<file path="src/arb_pkg.sv">
// ####################
// Four requesters; scheme codes 6 and 7 are left undefined and grant nothing
// ####################
package arb_pkg;

  localparam int num_req = 4;   // Requesters, sizes req and gnt vectors
  localparam int sel_w   = 3;   // Scheme code width
  localparam int idx_w   = 2;   // Requester index width

  // Fixed orders, code k puts line k first then the rest ascending
  localparam logic [sel_w-1:0] arb_fix0 = 3'd0;
  localparam logic [sel_w-1:0] arb_fix1 = 3'd1;
  localparam logic [sel_w-1:0] arb_fix2 = 3'd2;
  localparam logic [sel_w-1:0] arb_fix3 = 3'd3;

  localparam logic [sel_w-1:0] arb_rr   = 3'd4;   // Round robin after last grant
  localparam logic [sel_w-1:0] arb_rand = 3'd5;   // Order picked by the shift register

endpackage

</file>
<file path="src/pn_seq_gen.sv">
// ####################
// Free running, advances every cycle whether or not anyone requests
// ####################
module pn_seq_gen import arb_pkg::*; (
  input  logic             clk,
  input  logic             rst_n,
  output logic [idx_w-1:0] rand_idx
);

  logic s1;
  logic s2;
  logic s3;

  // x^3 + x^2 + 1 style feedback, 7 states
  always_ff @(posedge clk or negedge rst_n) begin
    if (!rst_n) begin
      s1 <= 1'b1;
      s2 <= 1'b0;
      s3 <= 1'b0;
    end else begin
      s1 <= s1 ^ s3;
      s2 <= s1;
      s3 <= s2;
    end
  end

  assign rand_idx = {s3, s2};   // Upper two bits of the chain

  // Lock-up state would freeze the random scheme on fixed order 0
  a_state_nonzero: assert property (
    @(posedge clk) disable iff (!rst_n)
    {s1, s2, s3} != 3'b000
  );

endmodule

</file>
<file path="src/req_pending.sv">
// ####################
// A strobe in the same cycle as its own grant keeps the line pending
// ####################
module req_pending import arb_pkg::*; (
  input  logic               clk,
  input  logic               rst_n,
  input  logic [num_req-1:0] req,
  input  logic [num_req-1:0] gnt_next,
  output logic [num_req-1:0] pending
);

  // Sticky bit per line
  // Cleared on the edge that registers the grant, set by a new strobe
  always_ff @(posedge clk or negedge rst_n) begin
    if (!rst_n) begin
      pending <= '0;
    end else begin
      pending <= (pending & ~gnt_next) | req;   // Set wins over clear
    end
  end

  // Selector must only pick among held lines
  a_gnt_from_pending: assert property (
    @(posedge clk) disable iff (!rst_n)
    (gnt_next & ~pending) == '0
  );

endmodule

</file>
<file path="src/arb_select.sv">
// ####################
// Purely combinational grant; registered downstream in grant_reg
// Only one line wins per cycle, undefined scheme codes grant nothing
// ####################
module arb_select import arb_pkg::*; (
  input  logic               clk,
  input  logic               rst_n,
  input  logic [num_req-1:0] pending,
  input  logic [sel_w-1:0]   arb_type,
  input  logic [idx_w-1:0]   last_idx,
  output logic [num_req-1:0] gnt_next
);

  logic [idx_w-1:0]   rand_idx;
  logic [idx_w-1:0]   rr_start;
  logic [num_req-1:0] gnt_fix0;
  logic [num_req-1:0] gnt_fix1;
  logic [num_req-1:0] gnt_fix2;
  logic [num_req-1:0] gnt_fix3;
  logic [num_req-1:0] gnt_rr;
  logic [num_req-1:0] gnt_rand;

  // Line first wins if set, else lowest pending index
  function automatic logic [num_req-1:0] fix_pick(
    input logic [num_req-1:0] req_v,
    input logic [idx_w-1:0]   first
  );
    logic [num_req-1:0] pick;
    pick = '0;
    for (int i = num_req - 1; i >= 0; i--) begin
      if (req_v[i]) begin
        pick = num_req'(1) << i;
      end
    end
    if (req_v[first]) begin
      pick = num_req'(1) << first;
    end
    return pick;
  endfunction

  // Circular scan from start, wraps modulo num_req
  function automatic logic [num_req-1:0] rr_pick(
    input logic [num_req-1:0] req_v,
    input logic [idx_w-1:0]   start
  );
    logic [num_req-1:0] pick;
    logic [idx_w-1:0]   idx;
    pick = '0;
    // Walk backwards so the nearest line after start overwrites
    for (int off = num_req - 1; off >= 0; off--) begin
      idx = start + idx_w'(off);
      if (req_v[idx]) begin
        pick = num_req'(1) << idx;
      end
    end
    return pick;
  endfunction

  pn_seq_gen u_pn_seq_gen (
    .clk      (clk),
    .rst_n    (rst_n),
    .rand_idx (rand_idx)
  );

  assign gnt_fix0 = fix_pick(pending, 2'd0);
  assign gnt_fix1 = fix_pick(pending, 2'd1);
  assign gnt_fix2 = fix_pick(pending, 2'd2);
  assign gnt_fix3 = fix_pick(pending, 2'd3);

  assign rr_start = last_idx + idx_w'(1);   // Empty last grant encodes as 0
  assign gnt_rr   = rr_pick(pending, rr_start);

  // Same order as fixed scheme rand_idx
  assign gnt_rand = fix_pick(pending, rand_idx);

  always_comb begin
    case (arb_type)
      arb_fix0: gnt_next = gnt_fix0;
      arb_fix1: gnt_next = gnt_fix1;
      arb_fix2: gnt_next = gnt_fix2;
      arb_fix3: gnt_next = gnt_fix3;
      arb_rr:   gnt_next = gnt_rr;
      arb_rand: gnt_next = gnt_rand;
      default:  gnt_next = '0;   // Codes 6 and 7
    endcase
  end

  a_gnt_onehot: assert property (
    @(posedge clk) disable iff (!rst_n)
    $onehot0(gnt_next)
  );

  // Anything pending under a defined scheme must be served this cycle
  a_no_idle_grant: assert property (
    @(posedge clk) disable iff (!rst_n)
    ((pending != '0) && (arb_type <= arb_rand)) |-> (gnt_next != '0)
  );

endmodule

</file>
<file path="src/grant_reg.sv">
// ####################
// last_idx follows gnt directly, a cycle with no grant resets it to 0
// ####################
module grant_reg import arb_pkg::*; (
  input  logic               clk,
  input  logic               rst_n,
  input  logic [num_req-1:0] gnt_next,
  output logic [num_req-1:0] gnt,
  output logic [idx_w-1:0]   last_idx
);

  // One-cycle grant pulse
  always_ff @(posedge clk or negedge rst_n) begin
    if (!rst_n) begin
      gnt <= '0;
    end else begin
      gnt <= gnt_next;
    end
  end

  // OR encoder, valid since gnt is one-hot or zero
  always_comb begin
    last_idx = '0;
    for (int i = 0; i < num_req; i++) begin
      if (gnt[i]) begin
        last_idx = last_idx | idx_w'(i);
      end
    end
  end

  // End to end through the top: a pulse on gnt means that line was held
  // on the previous edge
  a_gnt_was_pending: assert property (
    @(posedge clk) disable iff (!rst_n)
    (gnt != '0) |-> ((gnt & ~$past(arb_top.pending)) == '0)
  );

endmodule

</file>
<file path="src/arb_top.sv">
// ####################
// Strobe to grant is one cycle at best, losers wait in pending
// ####################
module arb_top import arb_pkg::*; (
  input  logic               clk,
  input  logic               rst_n,
  input  logic [num_req-1:0] req,
  input  logic [sel_w-1:0]   arb_type,
  output logic [num_req-1:0] gnt,
  output logic [num_req-1:0] pending
);

  logic [num_req-1:0] gnt_next;   // Combinational pick, registered below
  logic [idx_w-1:0]   last_idx;   // Round robin feedback

  req_pending u_req_pending (
    .clk      (clk),
    .rst_n    (rst_n),
    .req      (req),
    .gnt_next (gnt_next),
    .pending  (pending)
  );

  arb_select u_arb_select (
    .clk      (clk),
    .rst_n    (rst_n),
    .pending  (pending),
    .arb_type (arb_type),
    .last_idx (last_idx),
    .gnt_next (gnt_next)
  );

  grant_reg u_grant_reg (
    .clk      (clk),
    .rst_n    (rst_n),
    .gnt_next (gnt_next),
    .gnt      (gnt),
    .last_idx (last_idx)
  );

endmodule

</file>
<file path="config.mk">
export PLATFORM = sky130hd
export DESIGN_NAME = arb_top
export DESIGN_NICKNAME = d
export VERILOG_FILES = /design/src/arb_pkg.sv /design/src/pn_seq_gen.sv /design/src/req_pending.sv /design/src/arb_select.sv /design/src/grant_reg.sv /design/src/arb_top.sv
export SDC_FILE = /design/constraint.sdc
export NUM_CORES = 1
export LEC_CHECK = 0
export BUFFER_PORTS_ARGS = -buffer_cell sky130_fd_sc_hd__buf_2
export CAP_MARGIN = 20
export CORE_MARGIN = 8
export CORE_UTILIZATION = 25
export CTS_CLUSTER_DIAMETER = 80
export DETAILED_ROUTE_END_ITERATION = 6
export GPL_TIMING_DRIVEN = 0
export SYNTH_ARGS = -nofsm -noshare
export SYNTH_HDL_FRONTEND = slang
export SYNTH_SLANG_ARGS = --single-unit
</file>
<file path="constraint.sdc">
create_clock -name clk -period 2.5 [get_ports clk]
set_input_delay 0 -clock clk [delete_from_list [all_inputs] [get_ports clk]]
set_output_delay 0 -clock clk [all_outputs]
set_load 0.01 [all_outputs]
</file>
; Word level (Yosys, flattened, before mapping)
; Cells that the tools add are included.
[word_totals]
inputBits = 9
output_inout_bits = 8
register_bits = 11
wordCells = 61
[classes]
reduce_logical = 1
n_addsub = 4
bitwise = 4
mux = 32
magnitude_cmp = 5
eq_ne = 5
shifts = 5
[op_table]
columns = op, n
row1 = two-way mux 4 bit, 15
row2 = one-hot mux 4 bit (6 select lines), 1
row3 = << shifter 1 x 2 -> 4 bit (first input constant), 5
row4 = less-than comparator 2 x 3 -> 1 bit (second input constant), 5
row5 = binary-select mux 1 bit (select 2 bit), 5
row6 = two-way mux 3 bit, 3
row7 = equality test 3 x 2 -> 1 bit (second input constant), 2
row8 = equality test 3 bit (second input constant), 2
row9 = two-way mux 1 bit, 6
row10 = adder 2 x 1 -> 2 bit (second input constant), 2
row11 = adder 2 bit (second input constant), 2
row12 = bitwise AND 4 bit, 1
row13 = two-way mux 2 bit, 2
row14 = inverter 4 bit, 1
row15 = bitwise OR 4 bit, 1
row16 = equality test 3 x 1 -> 1 bit (second input constant), 1
row17 = logical NOT 3 bit, 1
row18 = XOR 1 bit, 1

; Longest topological paths before layout
; Gate-level depths: netlist of the first run.
[depth]
depth_word = 15
depth_mapped = 9
ltp_nobuf = 7

; Cells and area by module
; A second synthesis of the first run with hierarchy kept.
[unflattened]
cells_unflattened = 120
area_unflattened_um2 = 1048.5
[modules_own_cells]
columns = mod, area_per_inst_um2, cells_each, n_inst
row1 = arb_select, 690.7, 96, 1
row2 = req_pending, 145.1, 12, 1
row3 = grant_reg, 112.6, 6, 1
row4 = pn_seq_gen, 100.1, 6, 1

; Worst setup path after synthesis of the first run
; No wires, ideal clock.
[synth_path]
path_kind = reg2reg
start = register u_grant_reg.gnt[3]
end = register u_req_pending.pending[2]
required_ns = 2.371
setup_slack_ns = 0.208
arrival_ns = 2.163
period_less_slack_ns = 2.292
setup_time_ns = 0.129
path_stages_with_launch = 10
cell_sequence = dfrtp_1 -> or2_1 -> buf_2 -> ha_1 -> buf_6 -> mux2i_2 -> mux2_2 -> mux2i_1 -> a311oi_2 -> o31ai_1
[synth_via]
elab_chain_len = 13
elab_cells_between_ends = 25
cone_classes = add/sub: 4 / shift: 4 / mux: 14 / bitwise: 3
[synth_lines]
columns = element, line
row1 = "start, declared", grant_reg.sv:8  ; output logic [num_req-1:0] gnt,
row2 = "start signal, assigned", grant_reg.sv:17  ; gnt <= gnt_next;
row3 = two-way mux 2 bit *, grant_reg.sv:25  ; if (gnt[i]) begin
row4 = adder 2 x 1 -> 2 bit *, arb_select.sv:70  ; assign rr_start = last_idx + idx_w'(1);
row5 = adder 2 bit, arb_select.sv:51  ; idx = start + idx_w'(off);
row6 = binary-select mux 1 bit (select 2 bit), arb_select.sv:52  ; if (req_v[idx]) begin
row7 = two-way mux 1 bit (implied by the code), arb_select.sv:52
row8 = two-way mux 4 bit (3 in a row), arb_select.sv:52
row9 = two-way mux 4 bit *, arb_select.sv:52
row10 = one-hot mux 4 bit (6 select lines) *, arb_select.sv:77  ; case (arb_type)
row11 = inverter 4 bit *, req_pending.sv:18  ; pending <= (pending & ~gnt_next) | req;
row12 = bitwise AND 4 bit *, req_pending.sv:18
row13 = bitwise OR 4 bit *, req_pending.sv:18
row14 = "end signal, assigned", req_pending.sv:18
row15 = "end, declared", req_pending.sv:9  ; output logic [num_req-1:0] pending
; Mark *: on every way between the ends. The rest lies on a longest branch, timed or not. The select of a mux whose other input is x is not followed.

; Worst setup path after layout of the first run
; Ends and elaborated chain as after synthesis.

==> summary by stage, run 1 <==
Power
The clock share of power is 0.208. The switching power summed over all nets is 335 uW. The worst-case IR drop observed on VDD is 0.281 mV. The share of total power consumed by net switching is 0.389.

The total power per unit cell area is 581 nW/um2. The design internal power is 526 uW. The share of total power dissipated in combinational logic is 0.535.

The sequential share of power is 0.257. For this design the static power due to leakage is 0.000673 uW.

Worst setup path
The kind of capture point of the worst setup path is a register. The worst setup path startpoint is u_grant_reg.gnt[3]$_DFF_PN0_. The length in cells of the worst reg-to-reg path is 8.

The signal on the critical path passes through or2_4 -> ha_1 -> buf_6 -> mux2i_4 -> mux2_4 -> mux2i_1 -> a311oi_2 -> o31ai_1. STA classifies the critical path startpoint as a register. The data arrival time of the critical path is 2.48 ns. The maximum fanout encountered on the critical timing path is 6.

The delay of the slowest cell on the worst path is 0.39 ns. The slowest stage of the critical path is the sky130_fd_sc_hd__dfrtp_1 cell. The data required time of the critical path is 2.61 ns.

The critical path is of the reg -> reg type. The launching point of the worst reg2reg path is u_grant_reg.gnt[3]$_DFF_PN0_. The end of the worst register-to-register path is u_req_pending.pending[2]$_DFF_PN0_. In this run the register-to-register setup slack is 0.14 ns.

Global route
Entering global routing, the biggest net connects 12 pins. The first global-routing pass estimated 5340 um of wire. Global routing finished with a remaining overflow of 0. The number of global-route vias before repair was 1048.

The initial antenna violation count is 0. Across every metal layer, demand over resource in global routing totals 0.0894.

Floorplan
The overall die width is 85.5 um. The starting density of the core is 0.258. The die boundary height is 85.5 um.

The total die area is 7320 um2. In this run the core area contains 25 standard-cell rows. The floorplan step defined a core boundary enclosing 4690 um2. The I/O pin total is 17.

Run
The number of max-cap violations is 0.

Layout
Counting the fill cells in the layout gives 515. In the final layout, the share of cells above drive strength 1 is 0.283. At the end of the flow, the number of nets in the layout was 173. The final core utilization is 0.316. The sequential cells in the finished layout cover a total of 277 um2. The antenna diode count is 0. In the layout the commonest cells are sky130_fd_sc_hd__buf_2 (14), sky130_fd_sc_hd__nand2_1 (12), sky130_fd_sc_hd__dfrtp_1 (10), sky130_fd_sc_hd__inv_1 (9). In the final layout, the multi-input gates occupy 808 um2.

The relative area change from synthesis to final layout is 22.6%. Leaving out fill and tap cells, the most frequent cell in the layout is sky130_fd_sc_hd__buf_2.

Detailed routing
Before antenna repair, the detailed router went through 4 iterations. For this run, design rule violations remaining after detail routing come to 0. In the final routed layout, each cell accounts on average for 15.1 um. The remaining number of nets flagged by the antenna check after routing is 0. After detailed routing, the number of vias per cell comes to 5.22. The final layout contains routed wiring with a total length of 3220 um.

Across all layers, the routed design uses 1112 vias. In this run, the number of DRC markers left after iteration 0 of detailed routing was 60.

Timing
The post-route clock skew is 0.00204 ns. Headroom to the max-slew limit came out at 0.733. Setup violations remaining at the end of the flow were counted as 0. The clock period minus worst slack is 2.36 ns.

The peak clock frequency supported by timing is 423 MHz. Setup repair after global routing left no endpoint under its margin. The final number of hold-violating endpoints came to 0.

For the final routed database, the setup TNS stands at 0 ns. Dividing the final minimum period by the clock period gives 0.946. The pin slew with the least headroom to its limit is 0.401 ns. The max-slew violation total from the final report is 0.

Synth
The count of yosys warnings during synthesis is 0. The share of synthesized registers carrying an async set or reset is 1.00. The mean post-synth cell area is 8.95 um2.

The synthesized design contains 11 register bits. Yosys mapped the design onto 51 distinct sky130hd cell types. In the synthesized netlist the dominant register cell turns out to be sky130_fd_sc_hd__dfrtp_1. The proportion of synthesized chip area in sequential cells is 0.229. After technology mapping, the gate count stands at 135. The netlist area before placement is 1210 um2.

The count of flip-flops with a built-in enable after synthesis is 0. The number of nets in the synthesized netlist is 148.

Worst hold path
The terminating pin of the worst hold path is u_grant_reg.gnt[3]$_DFF_PN0_. The worst hold path cell count is 2. The min-delay analysis places its worst path in the category in -> reg. In this run the most critical hold path is launched from arb_type[0].

Clocking
The tree built by TritonCTS fans out to 11 sinks. The clock passes through at most 2 buffers. In this run the number of H-tree levels came out at 1. The root cell of the clock tree is sky130_fd_sc_hd__clkbuf_8. Clock latency on the worst-skew pair, taken at its later pin, is 0.24 ns.

The clock edge transition at the registers on the reported setup and hold paths is 0.05 ns. The clock tree from TritonCTS is yes. The number of CTS-inserted buffers is 3.

Placed design
The number of buffer cells added on primary ports is 13. The detailed placer's ending HPWL is 2420 um. The congestion estimate from routability-driven global placement came to 0.895.

Run status
The flow ran to the end, and the final reports show no timing, DRC or antenna violations.
per-layer routing:
layer	vias to the layer above	track usage	wire, um
met5	-	0	0
met4	0	0.0127	8
met3	2	0.0229	119
met2	22	0.140	1440
met1	535	0.122	1650
li1	553	-	-
per-stage QoR:
| stage | total power (uW) | std cells | cell area [um2] | worst slack (ns) | hold WS (ns) |
|---|---|---|---|---|---|
| 6_report | 861 | 213 | 1480 | 0.135 | 0.135 |
| 5_1_grt | 918 | 213 | 1480 | 0.0240 | 0.147 |
| 4_1_cts | 824 | 211 | 1440 | 0.0247 | 0.126 |
| 3_5_place_dp | 634 | 202 | 1340 | 0.0348 | -0.114 |
| 3_3_place_gp | 635 | 202 | 1340 | 0.0453 | -0.118 |
| 2_1_floorplan | 540 | 135 | 1210 | 0.208 | -0.296 |
area by class of cell:
cell class / count / area share
Clock buffer: 4 / 0.0304
Multi-Input combinational cell: 102 / 0.546
Sequential cell: 11 / 0.187
Inverter: 10 / 0.0270
Timing Repair Buffer: 21 / 0.0929
Buffer: 11 / 0.0718
Tap cell: 54 / 0.0456
registers in the layout (all words and copies together) (netlist names):
signal                        cells
u_arb_select.u_pn_seq_gen.s1      1
u_arb_select.u_pn_seq_gen.s2      1
u_arb_select.u_pn_seq_gen.s3      1
u_grant_reg.gnt                   4
u_req_pending.pending             4
worst max-delay path, delay by kind of cell (launching register included):
kind / cells / cell delay, ns
adder cells (fa/ha/maj): 1 / 0.31
AO/OA/AOI/OAI: 2 / 0.44
buffers and inverters: 1 / 0.15
multiplexers: 3 / 0.65
flip-flops: 1 / 0.39
AND/OR/NAND/NOR: 1 / 0.29
power groups by stage:
stage          clock network, uW  registers [uW]  logic (uW)
5_1_grt                      195             224         500
2_1_floorplan                  0             223         317
3_3_place_gp                   0             222         414
3_5_place_dp                   0             221         412
6_report                     179             221         461
4_1_cts                      185             218         420
cell usage after synthesis (2+ instances only):
cell                       instances  share of area
sky130_fd_sc_hd__a21o_1            4          0.025
sky130_fd_sc_hd__a31oi_1           2          0.010
sky130_fd_sc_hd__buf_4             3          0.019
sky130_fd_sc_hd__nor4bb_1          2          0.017
sky130_fd_sc_hd__o221ai_1          2          0.014
sky130_fd_sc_hd__a21oi_1           4          0.017
sky130_fd_sc_hd__mux2_2            2          0.019
sky130_fd_sc_hd__mux2i_1           8          0.066
sky130_fd_sc_hd__o21ai_0           6          0.025
sky130_fd_sc_hd__buf_2             2         0.0083
sky130_fd_sc_hd__nand2b_1          2          0.010
sky130_fd_sc_hd__o31ai_1           5          0.031
sky130_fd_sc_hd__nor3_1            2         0.0083
sky130_fd_sc_hd__o21ai_1           2         0.0083
sky130_fd_sc_hd__o22ai_1           2          0.010
sky130_fd_sc_hd__or3b_1            2          0.014
sky130_fd_sc_hd__ha_1              4          0.041
sky130_fd_sc_hd__dfrtp_1          10           0.21
sky130_fd_sc_hd__a211oi_1          3          0.019
sky130_fd_sc_hd__a32oi_1           3          0.022
sky130_fd_sc_hd__a31o_1            3          0.022
sky130_fd_sc_hd__nand2_1          12          0.037
sky130_fd_sc_hd__o211ai_1          2          0.012
sky130_fd_sc_hd__nor2_1            6          0.019
sky130_fd_sc_hd__inv_1             9          0.028
sky130_fd_sc_hd__buf_6             7          0.065
sky130_fd_sc_hd__a2111o_1          2          0.019
cell families (layout without fill, tap and decap cells):
| family | count (synthesis) | in the layout | share of synthesized area |
|---|---|---|---|
| simple gates | 36 | 36 | 0.176 |
| flops | 11 | 11 | 0.229 |
| fa+ha+maj | 4 | 4 | 0.0414 |
| compound gates | 49 | 49 | 0.313 |
| xor+xnor | 1 | 1 | 0.00725 |
| mux | 12 | 12 | 0.109 |
| buf+inv | 22 | 46 | 0.125 |
worst max-delay path by stage:
stage / endpoint
after floorplan: u_req_pending.pending[2]$_DFF_PN0_
after global placement: u_req_pending.pending[2]$_DFF_PN0_
after detailed placement: u_req_pending.pending[2]$_DFF_PN0_
after CTS: u_req_pending.pending[2]$_DFF_PN0_
after global routing: u_req_pending.pending[2]$_DFF_PN0_
final: u_req_pending.pending[2]$_DFF_PN0_
repair_timing:
item | CTS | global route
setup buffers | 0 | 3
endpoints found under the setup margin | 0 | 8
resized for setup | 0 | 5
hold endpoints to repair | 15 | 0
hold buffers | 5 | 0
Note: power is estimated with default switching activity, not from simulation.
==> run 2, diff against run 1 <==
--- a/config.mk
+++ b/config.mk
@@ -6,7 +6,7 @@
 export NUM_CORES = 1
 export LEC_CHECK = 0
 export BUFFER_PORTS_ARGS = -buffer_cell sky130_fd_sc_hd__buf_2
-export CAP_MARGIN = 20
+export CORE_ASPECT_RATIO = 0.6
 export CORE_MARGIN = 8
 export CORE_UTILIZATION = 25
 export CTS_CLUSTER_DIAMETER = 80
==> summary by stage, run 2 (synthesized netlist as in run 1, its figures left out) <==
Run
The number of max-cap violations is 0 (unchanged).

Layout
From synthesis to final layout, the design area changed by 24.6%. In the final layout, the registers with the most flip-flops are u_grant_reg.gnt: 4 flops, u_req_pending.pending: 4 flops. The fraction of layout cells with a size suffix above 1 is 0.289 (+0.00629). Leaving out fill and tap cells, the most frequent cell in the layout is sky130_fd_sc_hd__buf_2. The count of filler cells inserted in the layout is 487 (-5.4%).

The non-filler instance count after layout is 222 (+4.2%). The antenna diode count is 0 (unchanged). The number of nets in the layout came to 173 (unchanged). The area of all placed cells without fillers is 1510 um2 (+1.7%). The final core utilization is 0.327 (+0.0109). The library cells used most frequently in the layout, excluding fill and tap cells, are sky130_fd_sc_hd__buf_2 (14), sky130_fd_sc_hd__nand2_1 (12), sky130_fd_sc_hd__dfrtp_1 (10), sky130_fd_sc_hd__inv_1 (9), sky130_fd_sc_hd__buf_6 (7).

Clocking
The clock tree from TritonCTS is yes. The H-tree level count is 1 (unchanged). The number of CTS-inserted buffers is 3 (unchanged). Clock tree synthesis selected as its root buffer the cell sky130_fd_sc_hd__clkbuf_8. The clock latency at the later pin of the worst-skew pair is 0.24 ns (about the same). The number of buffers on the longest clock path is 2 (unchanged). The clock sink count is 11 (unchanged). The clock edge transition at the registers on the reported setup and hold paths is 0.05 ns (about the same).

Global route
The pin count of the biggest net entering global routing was 12 (unchanged). The number of global-route vias before repair came to 1014 (-3.2%). The initial antenna violation count was 0 (unchanged). The combined global-route utilization of all metal layers was 0.0900 (+0.000523). The leftover overflow at the end of global routing is 0 (unchanged). The global-route wire length before repair is 5400 um (+1.2%).

Worst setup path
The kind of capture point of the worst setup path is a register. The data arrival time of the critical path is 2.47 ns (about the same). The worst setup path is launched from a register. Walking the worst path, the cells encountered are or2_1 -> buf_4 -> ha_4 -> buf_6 -> mux2i_4 -> mux2_4 -> o211ai_1 -> a211oi_2 -> o31ai_1.

The maximum fanout encountered on the critical timing path is 6 (unchanged). For this design, the slowest cell found on the critical path is sky130_fd_sc_hd__dfrtp_1. The critical path start-end classification is reg -> reg. The buffers plus inverters on the worst setup path came to 2 (+1). In this design, the largest share of critical-path delay is due to compound AO/OA/AOI/OAI gates.

The data required time of the critical path is 2.61 ns (about the same). The delay of the slowest cell on the worst path is 0.39 ns (about the same).

Timing
The worst hold slack across all endpoints was 0.143 ns (+0.00841 ns). The max-slew violation total from the final report is 0 (unchanged). The share of the cycle needed by the critical path after routing is 0.944 (-0.00177). The remaining max-slew budget at the tightest pin is 0.724 (-0.00861). The pin slew with the least headroom to its limit came to 0.409 ns (+0.00859 ns). The clock period minus worst slack is 2.36 ns (-0.00443 ns).

The accumulated negative setup slack came to 0 ns (unchanged). The peak clock frequency supported by timing is 424 MHz (+0.19%). Setup repair after global routing left no endpoint under its margin. The final number of hold-violating endpoints is 0 (unchanged). The post-route clock skew was 0.00201 ns (-0.0000386 ns). The total setup violations reported at the end of the flow is 0 (unchanged).

Worst hold path
The path category of the worst min-delay check is in -> reg.

Floorplan
The overall die width came to 106 um (+24%). The total core area is 4610 um2 (-1.7%). The I/O pin total is 17 (unchanged). The starting density of the core is 0.262 (+0.00447). The total die area is 7390 um2 (+1.0%). The standard-cell row count is 19 (-24%). The die boundary height is 69.9 um (-18%).

Placed design
The final weighted congestion in routability-driven placement is 0.912 (+1.9%). The number of buffer cells added on primary ports is 13 (unchanged). The cell area after placement is 1350 um2 (+0.84%). The cell total after placement is 211 (+4.5%).

The detailed placer's ending HPWL is 2600 um (+7.2%).

Detailed routing
The number of vias per cell after detailed routing is 5.12 (-1.9%). The total detailed-routing wirelength is 3410 um (+5.7%). The remaining number of nets flagged by the antenna check after routing came to 0 (unchanged). The routed length per placed instance is 15.3 um (+1.4%). The total via count after detailed routing is 1137 (+2.2%).

The number of DRC markers in iteration 0 is 110 (+83%). The detailed-route DRC error count came to 0 (unchanged). The first-pass iteration count of the detailed router came to 4 (unchanged).

Power
The share of power burned in combinational logic is 0.545 (+0.010). The design internal power is 533 uW (+1.3%). The peak supply drop came to 0.240 mV (-15%).

The cell leakage power is 0.000671 uW (-0.24%). The sequential share of power is 0.253 (-0.004). The switching power summed over all nets was 350 uW (+4.3%).

The share of total power consumed by net switching is 0.396 (+0.00687). The total power per unit cell area is 586 nW/um2 (+0.78%). The clock share of power came to 0.202 (-0.006).

Run status
The flow ran to the end, and the final reports show no timing, DRC or antenna violations.
run 2: cell types whose count changed in the layout (fill, tap and decap cells not counted):
cell                      previous run  this run
sky130_fd_sc_hd__or2_1               0         1
sky130_fd_sc_hd__ha_1                4         3
sky130_fd_sc_hd__ha_4                0         1
sky130_fd_sc_hd__mux2i_2             0         1
sky130_fd_sc_hd__or2_4               1         0
sky130_fd_sc_hd__mux2i_1             7         6
run 2: path summary, 6_finish.rpt:
| check | start | end | slack, ns | cells past startpoint |
|---|---|---|---|---|
| min in group asynchronous | rst_n | u_arb_select.u_pn_seq_gen.s3$_DFF_PN0_ | 0.17 | 2 |
| max in group asynchronous | rst_n | u_arb_select.u_pn_seq_gen.s1$_DFF_PN1_ | 2.07 | 2 |
| min | arb_type[0] | u_grant_reg.gnt[3]$_DFF_PN0_ | 0.14 | 2 |
| min reg2reg | u_arb_select.u_pn_seq_gen.s1$_DFF_PN1_ | u_arb_select.u_pn_seq_gen.s2$_DFF_PN0_ | 0.41 | 0 |
| max reg2reg | u_grant_reg.gnt[3]$_DFF_PN0_ | u_req_pending.pending[0]$_DFF_PN0_ | 0.14 | 9 |
| max | u_grant_reg.gnt[3]$_DFF_PN0_ | u_req_pending.pending[0]$_DFF_PN0_ | 0.14 | 9 |
run 2: what timing repair did:
item	in CTS	in global routing
gates resized for setup	0	7
hold endpoints to repair	15	0
setup endpoints to repair	0	6
hold buffers	5	0
buffers inserted	0	2
run 2: worst reg2reg max path: stages (launching register included):
cell and delay, ns:
sky130_fd_sc_hd__dfrtp_1 0.39, sky130_fd_sc_hd__or2_1 0.23, sky130_fd_sc_hd__buf_4 0.16, sky130_fd_sc_hd__ha_4 0.26
sky130_fd_sc_hd__buf_6 0.13, sky130_fd_sc_hd__mux2i_4 0.28, sky130_fd_sc_hd__mux2_4 0.21, sky130_fd_sc_hd__o211ai_1 0.11
sky130_fd_sc_hd__a211oi_2 0.35, sky130_fd_sc_hd__o31ai_1 0.11
run 2: layout make-up:
type | instances | area [um2] | area share
plain buffers | 12 | 114 | 0.0756
clock buffers | 4 | 45.0 | 0.0299
inverters | 10 | 40.0 | 0.0266
multi-input cells | 102 | 822 | 0.546
flip-flops and latches | 11 | 277 | 0.184
well taps | 63 | 78.8 | 0.0523
repair buffers | 20 | 130 | 0.0864
run 2: power groups by stage:
| stage | logic, uW | registers (uW) | clock network [uW] |
|---|---|---|---|
| global placement | 417 | 223 | 0 |
| detailed placement | 415 | 222 | 0 |
| global route | 516 | 226 | 200 |
| finish | 481 | 223 | 178 |
| floorplan | 317 | 223 | 0 |
| CTS | 423 | 220 | 186 |
run 2: metrics by stage:
step,power [uW],setup slack (ns)
floorplan,540,0.208
global placement,640,0.0588
detailed placement,638,0.0569
CTS,829,0.0328
global route,943,0.0341
finish,882,0.139
run 2: layer usage:
layer / share of wire / wire length, um / global-route usage / vias up
li1: - / - / - / 554
met1: 0.53 / 1810 / 0.142 / 526
met2: 0.35 / 1200 / 0.104 / 57
met3: 0.12 / 397 / 0.0403 / 0
met4: 0 / 0 / 0.00930 / 0
met5: 0 / 0 / 0 / -
==> run 3, diff against run 2 <==
--- a/config.mk
+++ b/config.mk
@@ -11,7 +11,6 @@
 export CORE_UTILIZATION = 25
 export CTS_CLUSTER_DIAMETER = 80
 export DETAILED_ROUTE_END_ITERATION = 6
-export GPL_TIMING_DRIVEN = 0
 export SYNTH_ARGS = -nofsm -noshare
 export SYNTH_HDL_FRONTEND = slang
 export SYNTH_SLANG_ARGS = --single-unit
==> summary by stage, run 3 (synthesized netlist as in run 1, its figures left out) <==
Power
The clock share of power is 0.217 (+0.015). The peak supply drop is 0.245 mV (+1.7%). The total power per unit cell area is 576 nW/um2 (-1.7%). The share of total power consumed by net switching came to 0.401 (+0.00443). The switching power summed over all nets is 330 uW (-5.6%).

The sequential share of power is 0.272 (+0.019). The cell leakage power is 0.000656 uW (-2.2%). The design internal power was 494 uW (-7.3%). The share of power burned in combinational logic is 0.511 (-0.034).

Timing
The post-route clock skew is 0.00542 ns (+0.00342 ns). The accumulated negative setup slack is 0 ns (unchanged). The share of the cycle needed by the critical path after routing is 0.929 (-0.0151). The pin slew with the least headroom to its limit is 0.418 ns (+0.00900 ns). The final number of hold-violating endpoints is 0 (unchanged).

The peak clock frequency supported by timing came to 431 MHz (+1.6%). The total setup violations reported at the end of the flow was 0 (unchanged). The worst hold slack across all endpoints is 0.150 ns (+0.00689 ns). The max-slew violation total from the final report came to 0 (unchanged).

The remaining max-slew budget at the tightest pin is 0.721 (-0.00312). Setup repair after global routing left no endpoint under its margin. The clock period minus worst slack is 2.32 ns (-0.0377 ns).

Global route
The initial antenna violation count is 0 (unchanged). The number of global-route vias before repair came to 1100 (+8.5%). The global-route wire length before repair was 5730 um (+6.0%). The leftover overflow at the end of global routing is 0 (unchanged). The pin count of the biggest net entering global routing is 14 (+2). The combined global-route utilization of all metal layers is 0.0961 (+0.00613).

Floorplan
The I/O pin total was 17 (unchanged). The overall die width was 106 um (unchanged). The total die area is 7390 um2 (unchanged). The die boundary height is 69.9 um (unchanged). The standard-cell row count is 19 (unchanged). The total core area is 4610 um2 (unchanged). The starting density of the core is 0.262 (unchanged).

Detailed routing
The number of vias per cell after detailed routing is 5.11 (-0.17%). The wire length on met2 was 1170 um (-2.1%). The first-pass iteration count of the detailed router is 4 (unchanged). The total detailed-routing wirelength is 3400 um (-0.29%). The uppermost signal routing layer after detailed routing is met4. The post-route met1 wirelength is 1940 um (+6.8%). The total via count after detailed routing came to 1130 (-0.62%).

The detailed-route DRC error count is 0 (unchanged). The total length of routed met3 wires came to 277 um (-30%). The remaining number of nets flagged by the antenna check after routing is 0 (unchanged). The routed length per placed instance was 15.4 um (+0.16%). The number of DRC markers in iteration 0 came to 78 (-29%).

Clocking
The number of CTS-inserted buffers is 3 (unchanged). The H-tree level count came to 1 (unchanged). The number of buffers on the longest clock path is 2 (unchanged).

TritonCTS built the clock tree. The tree is rooted in a sky130_fd_sc_hd__clkbuf_8. The clock sink count is 11 (unchanged). The clock edge transition at the registers on the reported setup and hold paths came to 0.05 ns (about the same).

The clock latency at the later pin of the worst-skew pair came to 0.24 ns (about the same). The number of buffers added for setup after CTS is 0 (unchanged).

Layout
The fraction of layout cells with a size suffix above 1 is 0.278 (-0.0108). In the layout the commonest cells are sky130_fd_sc_hd__buf_2 (16), sky130_fd_sc_hd__nand2_1 (12), sky130_fd_sc_hd__buf_4 (10), sky130_fd_sc_hd__dfrtp_1 (10), sky130_fd_sc_hd__inv_1 (9). The antenna diode count is 0 (unchanged). The relative area change from synthesis to final layout is 18.3%. The number of nets in the layout is 172 (-0.58%). In the final layout, the registers with the most flip-flops are u_grant_reg.gnt: 4 flops, u_req_pending.pending: 4 flops. The commonest non-fill, non-tap cell in the layout is sky130_fd_sc_hd__buf_2.

Placed design
The number of buffer cells added on primary ports is 16 (+3). The final weighted congestion in routability-driven placement is 0.937 (+2.8%). The detailed placer's ending HPWL is 2730 um (+5.1%).

Worst setup path
The type of element launching the critical path is a register. The kind of capture point of the worst setup path is a register. The data required time of the critical path is 2.61 ns (about the same). The critical path start-end classification is reg -> reg. The data arrival time of the critical path was 2.44 ns (-0.03 ns). The maximum fanout encountered on the critical timing path is 5 (-1).

Worst hold path
The path category of the worst min-delay check is in -> reg.

Run status
The flow ran to the end, and the final reports show no timing, DRC or antenna violations.

Run
The number of max-cap violations is 0 (unchanged).
[run 3: cell count changes in the layout (fill, tap and decap cells not counted), sizes merged]
cell / before / now
buf: 27 / 26
clkinv: 0 / 1
clkbuf: 4 / 3
[run 3: per-layer routing]
layer,vias to the layer above,global-route usage
li1,554,-
met1,537,0.147
met2,37,0.117
met3,2,0.0385
met4,0,0.0186
met5,-,0
[run 3: final timing paths]
kind	slack (ns)	start	end	cells after the start
setup / recovery	0.18	u_grant_reg.gnt[3]$_DFF_PN0_	u_req_pending.pending[3]$_DFF_PN0_	8
hold reg to reg	0.41	u_arb_select.u_pn_seq_gen.s1$_DFF_PN1_	u_arb_select.u_pn_seq_gen.s2$_DFF_PN0_	0
max in group asynchronous	2.06	rst_n	u_arb_select.u_pn_seq_gen.s1$_DFF_PN1_	2
setup reg to reg	0.18	u_grant_reg.gnt[3]$_DFF_PN0_	u_req_pending.pending[3]$_DFF_PN0_	8
min in group asynchronous	0.17	rst_n	u_arb_select.u_pn_seq_gen.s3$_DFF_PN0_	2
hold / removal	0.15	arb_type[0]	u_grant_reg.gnt[3]$_DFF_PN0_	2
[run 3: area by class of cell]
type | instances | area (um2)
fillers | 509 | 3180
multi-input cells | 102 | 783
flip-flops and latches | 11 | 277
repair buffers | 31 | 205
well taps | 63 | 78.8
clock buffers | 3 | 41.3
inverters | 10 | 40.0
clock inverters | 1 | 5.00
[run 3: what timing repair did]
action / in CTS / in global routing
gates resized for setup: 0 / 1
hold endpoints to repair: 15 / 0
hold buffers: 5 / 0
setup endpoints to repair: 0 / 2
[run 3: worst max-delay path: stages (launching register included)]
cell	delay (ns)
sky130_fd_sc_hd__dfrtp_1	0.37
sky130_fd_sc_hd__or2_1	0.25
sky130_fd_sc_hd__ha_2	0.41
sky130_fd_sc_hd__mux2i_2	0.30
sky130_fd_sc_hd__buf_4	0.18
sky130_fd_sc_hd__o21ai_0	0.10
sky130_fd_sc_hd__a2111o_1	0.31
sky130_fd_sc_hd__a21oi_1	0.19
sky130_fd_sc_hd__o31ai_1	0.10
[run 3: power groups by stage]
stage | clock network (uW) | logic, uW | registers [uW]
after floorplan | 0 | 317 | 223
after global placement | 0 | 410 | 225
final | 179 | 421 | 224
after CTS | 188 | 415 | 223
after global routing | 199 | 462 | 226
after detailed placement | 0 | 407 | 225
[run 3: stage by stage]
| step | setup WS, ns | power, uW | instance area (um2) | instances | utilization |
|---|---|---|---|---|---|
| 3_3_place_gp | 0.149 | 636 | 1330 | 212 | 0.289 |
| 3_5_place_dp | 0.139 | 633 | 1330 | 212 | 0.289 |
| 2_1_floorplan | 0.208 | 540 | 1210 | 135 | - |
| 6_report | 0.177 | 824 | 1430 | 221 | 0.310 |
| 4_1_cts | 0.130 | 826 | 1430 | 221 | 0.310 |
| 5_1_grt | 0.00952 | 888 | 1430 | 221 | 0.310 |
